==> config.mk <==
export PLATFORM = sky130hd
export DESIGN_NAME = lvda
export DESIGN_NICKNAME = d
export VERILOG_FILES = /design/src/lvda_pkg.sv /design/src/cmd_sequencer.sv /design/src/countdown.sv /design/src/io_decode.sv /design/src/lvda.sv /design/src/processor_store.sv
export SDC_FILE = /design/constraint.sdc
export NUM_CORES = 1
export LEC_CHECK = 0
export BUFFER_PORTS_ARGS = -buffer_cell sky130_fd_sc_hd__buf_4
export CORE_UTILIZATION = 50
export DETAILED_ROUTE_END_ITERATION = 10
export PLACE_DENSITY = 0.73
export SYNTH_ARGS = -nofsm -noshare
export SYNTH_HDL_FRONTEND = slang
export SYNTH_SLANG_ARGS = --single-unit
==> constraint.sdc <==
create_clock -name sim_clk -period 1.8 [get_ports sim_clk]
set_input_delay 0 -clock sim_clk [delete_from_list [all_inputs] [get_ports sim_clk]]
set_output_delay 0 -clock sim_clk [all_outputs]
set_load 0.1 [all_outputs]
==> src/lvda_pkg.sv <==
package lvda_pkg;

    // Address word is parity, opcode, module select from msb to lsb
    localparam int ADDR_W = 9;
    localparam int DATA_W = 8;
    localparam int OP_W   = 4;
    localparam int SEL_W  = 4;

    // Module select this adapter answers to
    localparam logic [SEL_W-1:0] LVDA_ID = 4'd5;

    // Opcode that no block acts on, used after a failed check
    localparam logic [OP_W-1:0] OP_IGNORE = '1;

    typedef logic [ADDR_W-1:0] addr_t;
    typedef logic [DATA_W-1:0] data_t;

    typedef enum logic [OP_W-1:0] {
        OP_WRITE_C2    = 4'd0,
        OP_WRITE_C3    = 4'd1,
        OP_START_COUNT = 4'd2,
        OP_ACK_INT     = 4'd3,
        OP_READ_C3     = 4'd4,
        OP_READ_COUNT  = 4'd5
    } opcode_t;

    typedef enum logic [1:0] {
        PH_W,
        PH_X,
        PH_Y,
        PH_Z
    } phase_t;

    typedef enum logic [1:0] {
        S_IDLE,
        S_WAIT,
        S_EXEC,
        S_HOLD
    } seq_state_t;

endpackage

==> src/cmd_sequencer.sv <==
`timescale 1ns/1ns

module cmd_sequencer (
    input  logic             sim_clk,
    input  logic             arst_n,
    input  logic             pio,
    input  logic             accept,
    output lvda_pkg::phase_t phase,
    output logic             sample,
    output logic             exec,
    output logic             done
);

    import lvda_pkg::*;

    seq_state_t state;
    seq_state_t state_nxt;
    logic       sample_nxt;

    // Word slot timing, one phase per clock
    always_ff @(posedge sim_clk or negedge arst_n) begin
        if (!arst_n) begin
            phase <= PH_W;
        end else begin
            phase <= phase_t'(phase + 2'd1);
        end
    end

    // Request is seen in phase Z so that sample lands on the next phase W
    assign sample_nxt = (state == S_IDLE) && pio && (phase == PH_Z);

    always_ff @(posedge sim_clk or negedge arst_n) begin
        if (!arst_n) begin
            sample <= 1'b0;
        end else begin
            sample <= sample_nxt;
        end
    end

    always_comb begin
        state_nxt = state;
        case (state)
            S_IDLE: begin
                if (sample) begin
                    state_nxt = S_WAIT;
                end
            end
            S_WAIT: begin
                // Decode result is first valid in phase X
                if (phase == PH_X && !accept) begin
                    state_nxt = S_HOLD;
                end else if (phase == PH_W) begin
                    state_nxt = S_EXEC;
                end
            end
            S_EXEC: begin
                if (phase == PH_Z) begin
                    state_nxt = pio ? S_HOLD : S_IDLE;
                end
            end
            S_HOLD: begin
                if (!pio) begin
                    state_nxt = S_IDLE;
                end
            end
            default: begin
                state_nxt = S_IDLE;
            end
        endcase
    end

    always_ff @(posedge sim_clk or negedge arst_n) begin
        if (!arst_n) begin
            state <= S_IDLE;
        end else begin
            state <= state_nxt;
        end
    end

    // Command executes in Y and replies in Z of the second slot
    assign exec = (state == S_EXEC) && (phase == PH_Y);
    assign done = (state == S_EXEC) && (phase == PH_Z);

endmodule

==> src/countdown.sv <==
`timescale 1ns/1ns

module countdown (
    input  logic              sim_clk,
    input  logic              arst_n,
    input  lvda_pkg::phase_t  phase,
    input  logic              exec,
    input  lvda_pkg::opcode_t op,
    input  lvda_pkg::data_t   c2,
    output lvda_pkg::data_t   count,
    output logic              its
);

    import lvda_pkg::*;

    logic running;
    logic load;
    logic ack;
    logic tick;
    logic last_tick;

    assign load      = exec && (op == OP_START_COUNT);
    assign ack       = exec && (op == OP_ACK_INT);
    assign tick      = running && (phase == PH_Z); // Once per word slot
    assign last_tick = tick && (count == data_t'(1));

    always_ff @(posedge sim_clk or negedge arst_n) begin
        if (!arst_n) begin
            count   <= '0;
            running <= 1'b0;
        end else if (load) begin
            count   <= c2;
            running <= (c2 != '0);
        end else if (tick) begin
            count <= count - data_t'(1);
            if (last_tick) begin
                running <= 1'b0;
            end
        end
    end

    // Interrupt stays up until the computer acknowledges it
    always_ff @(posedge sim_clk or negedge arst_n) begin
        if (!arst_n) begin
            its <= 1'b0;
        end else if (load && c2 == '0) begin
            its <= 1'b1; // Zero reload expires at once
        end else if (ack) begin
            its <= 1'b0;
        end else if (last_tick) begin
            its <= 1'b1;
        end
    end

endmodule

==> src/io_decode.sv <==
`timescale 1ns/1ns

module io_decode (
    input  logic              sim_clk,
    input  logic              arst_n,
    input  logic              sample,
    input  lvda_pkg::addr_t   addr,
    output lvda_pkg::opcode_t op,
    output logic              accept,
    output logic              err
);

    import lvda_pkg::*;

    logic [SEL_W-1:0] sel_field;
    logic [OP_W-1:0]  op_field;
    logic             parity_ok;
    logic             op_valid;
    logic             bad_cmd;

    assign sel_field = addr[SEL_W-1:0];
    assign op_field  = addr[SEL_W +: OP_W];

    // All nine bits together must carry an odd number of ones
    assign parity_ok = ^addr;

    always_comb begin
        case (op_field)
            OP_WRITE_C2,
            OP_WRITE_C3,
            OP_START_COUNT,
            OP_ACK_INT,
            OP_READ_C3,
            OP_READ_COUNT: op_valid = 1'b1;
            default:       op_valid = 1'b0;
        endcase
    end

    assign bad_cmd = !parity_ok || !op_valid;

    always_ff @(posedge sim_clk or negedge arst_n) begin
        if (!arst_n) begin
            accept <= 1'b0;
            err    <= 1'b0;
        end else if (sample) begin
            accept <= (sel_field == LVDA_ID); // Other modules on the bus ignore this word
            err    <= bad_cmd;
        end
    end

    // A rejected command leaves a code that no register reacts to
    always_ff @(posedge sim_clk or negedge arst_n) begin
        if (!arst_n) begin
            op <= opcode_t'(OP_IGNORE);
        end else if (sample) begin
            if (bad_cmd) begin
                op <= opcode_t'(OP_IGNORE);
            end else begin
                op <= opcode_t'(op_field);
            end
        end
    end

endmodule

==> src/lvda.sv <==
`timescale 1ns/1ns

module lvda (
    input  logic            sim_clk,
    input  logic            arst_n,
    input  logic            pio,
    input  lvda_pkg::addr_t addr,
    input  lvda_pkg::data_t data_in,
    output logic            done,
    output logic            err,
    output lvda_pkg::data_t data_out,
    output logic            its
);

    import lvda_pkg::*;

    phase_t  phase;
    logic    sample;
    logic    exec;
    logic    accept;
    logic    dec_err;
    opcode_t op;
    data_t   count;
    data_t   c2;

    cmd_sequencer cmd_sequencer_i (
        .sim_clk (sim_clk),
        .arst_n  (arst_n),
        .pio     (pio),
        .accept  (accept),
        .phase   (phase),
        .sample  (sample),
        .exec    (exec),
        .done    (done)
    );

    io_decode io_decode_i (
        .sim_clk (sim_clk),
        .arst_n  (arst_n),
        .sample  (sample),
        .addr    (addr),
        .op      (op),
        .accept  (accept),
        .err     (dec_err)
    );

    countdown countdown_i (
        .sim_clk (sim_clk),
        .arst_n  (arst_n),
        .phase   (phase),
        .exec    (exec),
        .op      (op),
        .c2      (c2),
        .count   (count),
        .its     (its)
    );

    processor_store processor_store_i (
        .sim_clk  (sim_clk),
        .arst_n   (arst_n),
        .exec     (exec),
        .op       (op),
        .data_in  (data_in),
        .count    (count),
        .c2       (c2),
        .data_out (data_out)
    );

    assign err = done & dec_err; // Error status only means something alongside done

endmodule

==> src/processor_store.sv <==
`timescale 1ns/1ns

module processor_store (
    input  logic              sim_clk,
    input  logic              arst_n,
    input  logic              exec,
    input  lvda_pkg::opcode_t op,
    input  lvda_pkg::data_t   data_in,
    input  lvda_pkg::data_t   count,
    output lvda_pkg::data_t   c2,
    output lvda_pkg::data_t   data_out
);

    import lvda_pkg::*;

    data_t c3;

    // C2 doubles as the countdown reload value
    always_ff @(posedge sim_clk or negedge arst_n) begin
        if (!arst_n) begin
            c2 <= '0;
            c3 <= '0;
        end else if (exec) begin
            case (op)
                OP_WRITE_C2: c2 <= data_in;
                OP_WRITE_C3: c3 <= data_in;
                default: begin
                    c2 <= c2;
                    c3 <= c3;
                end
            endcase
        end
    end

    // Read-back word is held for the computer until the next read
    always_ff @(posedge sim_clk or negedge arst_n) begin
        if (!arst_n) begin
            data_out <= '0;
        end else if (exec) begin
            case (op)
                OP_READ_C3:    data_out <= c3;
                OP_READ_COUNT: data_out <= count; // Live value while the countdown runs
                default:       data_out <= data_out;
            endcase
        end
    end

endmodule

# After elaboration in Yosys (flattened, before gate mapping)
# Index checks and enable logic that the tools add are counted.
totals:
  reg_bits: 45
  input_bits: 20
  output_inout_bits: 11
  elab_cells: 86
classes:
  addsub: 2
  eq_ne: 22
  muxes: 18
  n_bitwise: 1
  n_reduce_logical: 31
op_table:
  columns: ["operator", "count"]
  rows:
  - ["$eq A4 B3 Y1 const B", 5]
  - ["$eq A4 B2 Y1 const B", 4]
  - ["$mux W8", 2]
  - ["$pmux W8 S2", 1]
  - ["$mux W2", 6]
  - ["$logic_and A1 B1 Y1", 10]
  - ["$reduce_xor A9 Y1", 1]
  - ["$eq A2 B2 Y1 const B", 4]
  - ["$eq A4 B1 Y1 const B", 2]
  - ["$eq A8 B1 Y1 const B", 1]
  - ["$logic_not A4 Y1", 2]
  - ["$logic_not A8 Y1", 1]
  - ["$pmux W2 S4", 1]
  - ["$reduce_and A2 Y1", 4]
  - ["$reduce_bool A8 Y1", 1]
  - ["$sub A8 B1 Y8 const B", 1]
  - ["$mux W1", 7]
  - ["$reduce_bool A2 Y1", 3]
  - ["$reduce_or A6 Y1", 1]
  - ["$eq A2 B1 Y1 const B", 2]
  - ["$logic_not A2 Y1", 2]
  - ["$mux W4", 1]
  - ["$ne A2 B1 Y1 const B", 2]
  - ["$reduce_and A4 Y1", 1]
  - ["other kinds (7)", 9]

# Depth between registers and ports, before layout
logic_depth:
  word_depth: 6
  mapped_depth: 7
  ltp_nobuf: 5

# Cells and area by module
# From an unflattened synthesis, not the netlist that was laid out.
unflattened:
  cells_unflattened: 204
  area_unflattened_um2: 2357.3
by_module_without_submodules:
  columns: ["module", "n_inst", "cells_per_inst", "area_per_inst_um2", "seq_area_each_um2"]
  rows:
  - ["processor_store", 1, 75, 1028.5, 600.6]
  - ["countdown", 1, 62, 621.8, 250.2]
  - ["io_decode", 1, 41, 421.7, 155.1]
  - ["cmd_sequencer", 1, 25, 279.0, 125.1]
  - ["lvda", 1, 1, 6.3, 0.0]

# Least setup slack after synthesis
# Ideal clock, no wire load.
synth_path:
  path_type: "register to output"
  startpoint: "register cmd_sequencer_i.phase[0]"
  endpoint: "output port err"
  arrival_ns: 2.429
  t_required_ns: 1.800
  slack_ns: -0.629
  stages_incl_launch_ff: 5
  n_path_buf: 1
  path_cell_list: "dfrtp_1 > ha_1 > clkbuf_1 > and3b_1 > and2_1"
synth_between:
  elab_chain_cells: 3
synth_lines:
  columns: ["element", "line_no", "rtl"]
  rows:
  - ["start: declaration", "cmd_sequencer.sv:8", "output lvda_pkg::phase_t phase,"]
  - ["start signal: assignment", "cmd_sequencer.sv:25", "phase <= phase_t'(phase + 2'd1);"]
  - ["$eq A2 B2 Y1", "cmd_sequencer.sv:82", "assign done = (state == S_EXEC) && (phase == PH_Z);"]
  - ["$logic_and A1 B1 Y1", "cmd_sequencer.sv:82", null]
  - ["named net done", "lvda.sv:9", "output logic done,"]
  - ["$and A1 B1 Y1", "lvda.sv:69", "assign err = done & dec_err;"]
  - ["end: declaration", "lvda.sv:10", "output logic err,"]
# The timed path passes the listed nets, and every way through them passes these cells.

# Worst setup path after layout
layout_path:
  startpoint: "register cmd_sequencer_i.phase[0]"
  endpoint: "output port err"
layout_between:
  elab_chain_cells: 3
layout_lines:
  columns: ["element", "line_no"]
  rows:
  - ["$eq A2 B2 Y1", "cmd_sequencer.sv:82"]
  - ["$logic_and A1 B1 Y1", "cmd_sequencer.sv:82"]
  - ["$and A1 B1 Y1", "lvda.sv:69"]
# No other way between the ends.

==> run metrics <==
run status finished clean; Fin Hold WS 0.08021 ns; warnings from Yosys 0; Lkg Pwr 1.470 nW; Critical Path Source Type flip-flop; layout cell share with drive strength beyond 1 38.08%; placed cells 289; diodes inserted 0; Synth top area share 44.11%; PD cells ~780 nW/um^2; RSZ-0062 raised after global routing true; worst rel slew slack approximately 63%; clock root cell clkbuf_8; number of slew-limit violations in the final report 0; clk_skew 0.009350 ns; via count 1,746; fin crit share 97.65%; core region area 4414 um^2; Max-Cap Viols 0; syn avg cell area 11.87 um^2; grt ovf 0; GRT met3 Usage 3.463%; GRT Total Usage between 20% and 30%; die area 4929 um^2; drt initial violations around 140; largest net degree at the start of global routing 46; first-pass GRT wire length between 8000 and 9000 um; IO Port Bufs 30; Initial Utilization 52.69%; initial antenna violation count 0; FMAX 0.5689 GHz; setup violators final 0; GR peak layer met2; Yosys reg bits 45; measured slew at the worst slew-check pin 0.5607 ns; DRT Wirelength 4993 um; drc violations 0; post-route minimum period 1.758 ns; critical path data arrival time around 1.8 ns; CTS tree built; Clock transition at path regs ~0.08 ns; Final #Nets 291; Die X approximately 70 um; Area contributors post-synth dfrtp_1 44%, mux2_2 10%, ha_1 6.5%; H-tree level count 2; largest area contributor in the netlist dfrtp_1; row cnt 24; # IOs 31; GR Util met1 29.36%; Max Buffers Root-to-Sink 2; post-route ant nets 0; CTS Sinks 45; crit-path max FO 7; wire per inst 16.00 um; Final Non-Filler Cells approximately 310; Final Hold Viols 0; global placer's final weighted congestion around 0.86; Netlist cell types 42; Mapped Area 2326 um^2; vias in the first global route 1,821; maximum VDD drop slightly below 500 uV; Final Core Density 69.19%; net count after synthesis ~230; Final HPWL DP 3445 um; met2 usage 36.32%; Cells after Synth 196; CP endpoint kind output pin; Critical Path RT about 1.8 ns; vias per cell 5.596; Worst Hold Class input pin to flip-flop; drt first pass iters 4; die height 70.21 um; Synth-to-Final Area Change 31.31%; sequential share of the synthesized area 48.63%; Worst-Skew Late Latency 0.30 ns; critical path class flip-flop to output pin; cts bufs inserted 5
==> metal layers <==
layer / wire length [um] / up-vias
li1: - / 839
met1: 2252 / 847
met2: 2430 / 49
met3: 194 / 11
met4: 116 / 0
met5: 0 / -
==> cell families (layout without fill, tap and decap cells) <==
family                   after synthesis  after routing  synth area share, %
XOR/XNOR                               5              5                2.475
multiplexers                          30             30                15.01
buffers and inverters                 26             90                5.218
AO/OA/AOI/OAI                         32             32                9.145
flip-flops                            45             45                48.63
adder cells (fa/ha/maj)               12             12                6.455
AND/OR/NAND/NOR                       46             46                13.07
==> power by group <==
group          leakage, nW  internal, mW  total (mW)  switching, mW
clock               0.0585         0.453       0.796          0.344
combinational        0.827         0.207       0.416          0.209
sequential           0.584          1.10        1.16         0.0649
total                 1.47          1.75        2.37          0.618
==> cells in the final DEF, fill, tap and decap left out, types with 3 or more instances in the layout <==
cell type,count
dlygate4sd3_1,14
dfstp_2,4
mux2i_1,3
a31oi_1,11
o21ai_0,7
or3_1,4
nor2_1,7
buf_4,47
inv_1,15
mux2_2,15
ha_1,11
nor4_1,7
dfrtp_1,41
mux2_4,12
a22o_1,6
xnor2_1,3
nand2_1,4
clkbuf_8,6
o31ai_1,3
nor3_1,4
==> cell type report <==
class / count / area, um^2
Clock buffer: 7 / 86.33
Clock inverter: 1 / 30.03
Inverter: 17 / 66.31
Timing Repair Buffer: 65 / 550.5
Sequential cell: 45 / 1131
Tap cell: 52 / 65.06
Fill cell: 340 / 1360
Multi-Input combinational cell: 125 / 1125
==> final timing paths <==
path,start,endpoint,slack [ns],depth (start not counted)
min reg2reg,processor_store_i.data_out[7],processor_store_i.data_out[7],0.51,1
min,addr[2],io_decode_i.accept,0.08,4
max in group asynchronous,arst_n,io_decode_i.op[0],1.18,2
max reg2reg,cmd_sequencer_i.phase[0],processor_store_i.data_out[7],0.05,7
max,cmd_sequencer_i.phase[0],err,0.04,6
min in group asynchronous,arst_n,processor_store_i.data_out[0],0.23,2
==> critical path, cell delays in order (launching register included) <==
cell and delay (ns):
dfrtp_1 0.40, buf_4 0.14, ha_1 0.23, buf_4 0.17
and3b_2 0.20, and2_4 0.16, buf_8 0.16
==> per-stage QoR <==
| stage | cell area (um^2) | TNS [ns] | power [mW] | setup slack (ns) |
|---|---|---|---|---|
| 3_5_place_dp | 2728 | -0.1845 | 1.566 | -0.04763 |
| 2_1_floorplan | 2336 | 0 | 1.398 | 0.01605 |
| 4_1_cts | 3000 | 0 | 2.376 | 0.002618 |
| 5_1_grt | 3054 | -0.2177 | 2.483 | -0.03887 |
| 3_3_place_gp | 2728 | 0 | 1.555 | 0.002760 |
| 6_report | 3054 | 0 | 2.372 | 0.04227 |
==> registers in the layout, indices dropped and copies added (netlist names) <==
| register | count |
|---|---|
| io_decode_i.accept | 1 |
| processor_store_i.c2 | 8 |
| cmd_sequencer_i.phase | 2 |
| io_decode_i.err | 1 |
| processor_store_i.data_out | 8 |
| cmd_sequencer_i.sample | 1 |
| processor_store_i.c3 | 8 |
| io_decode_i.op | 4 |
| countdown_i.its | 1 |
| countdown_i.running | 1 |
| countdown_i.count | 8 |
| cmd_sequencer_i.state | 2 |
==> what timing repair did <==
action | CTS | global route
gates resized for setup | 2 | 14
setup endpoints to repair | 16 | 31
hold buffers | 14 | 0
endpoints found under the hold margin | 64 | 0
cloned | 0 | 0
pin swaps | 1 | 2
buffers inserted | 1 | 0
==> cell usage after synthesis, drive strengths merged <==
master and number:
nand4 1, nor2b 2, nand4bb 2, a21oi 2
o31ai 3, mux2 27, or4 2, a31oi 11
dfrtp 41, dfstp 4, xnor2 3, ha 12
o32ai 1, nor4bb 1, inv 17, clkbuf 4
and2 1, mux2i 3, nand3 2, and3b 1
nand2b 1, or3 5, o21ai 7, nor2 7
buf 5, xnor3 1, nand2 4, xor2 1
or2 2, nand4b 1, a22o 6, nor3 4
a22oi 2, nor4b 1, nor4 8, nor3b 1
(Power assumes the default switching activity.)
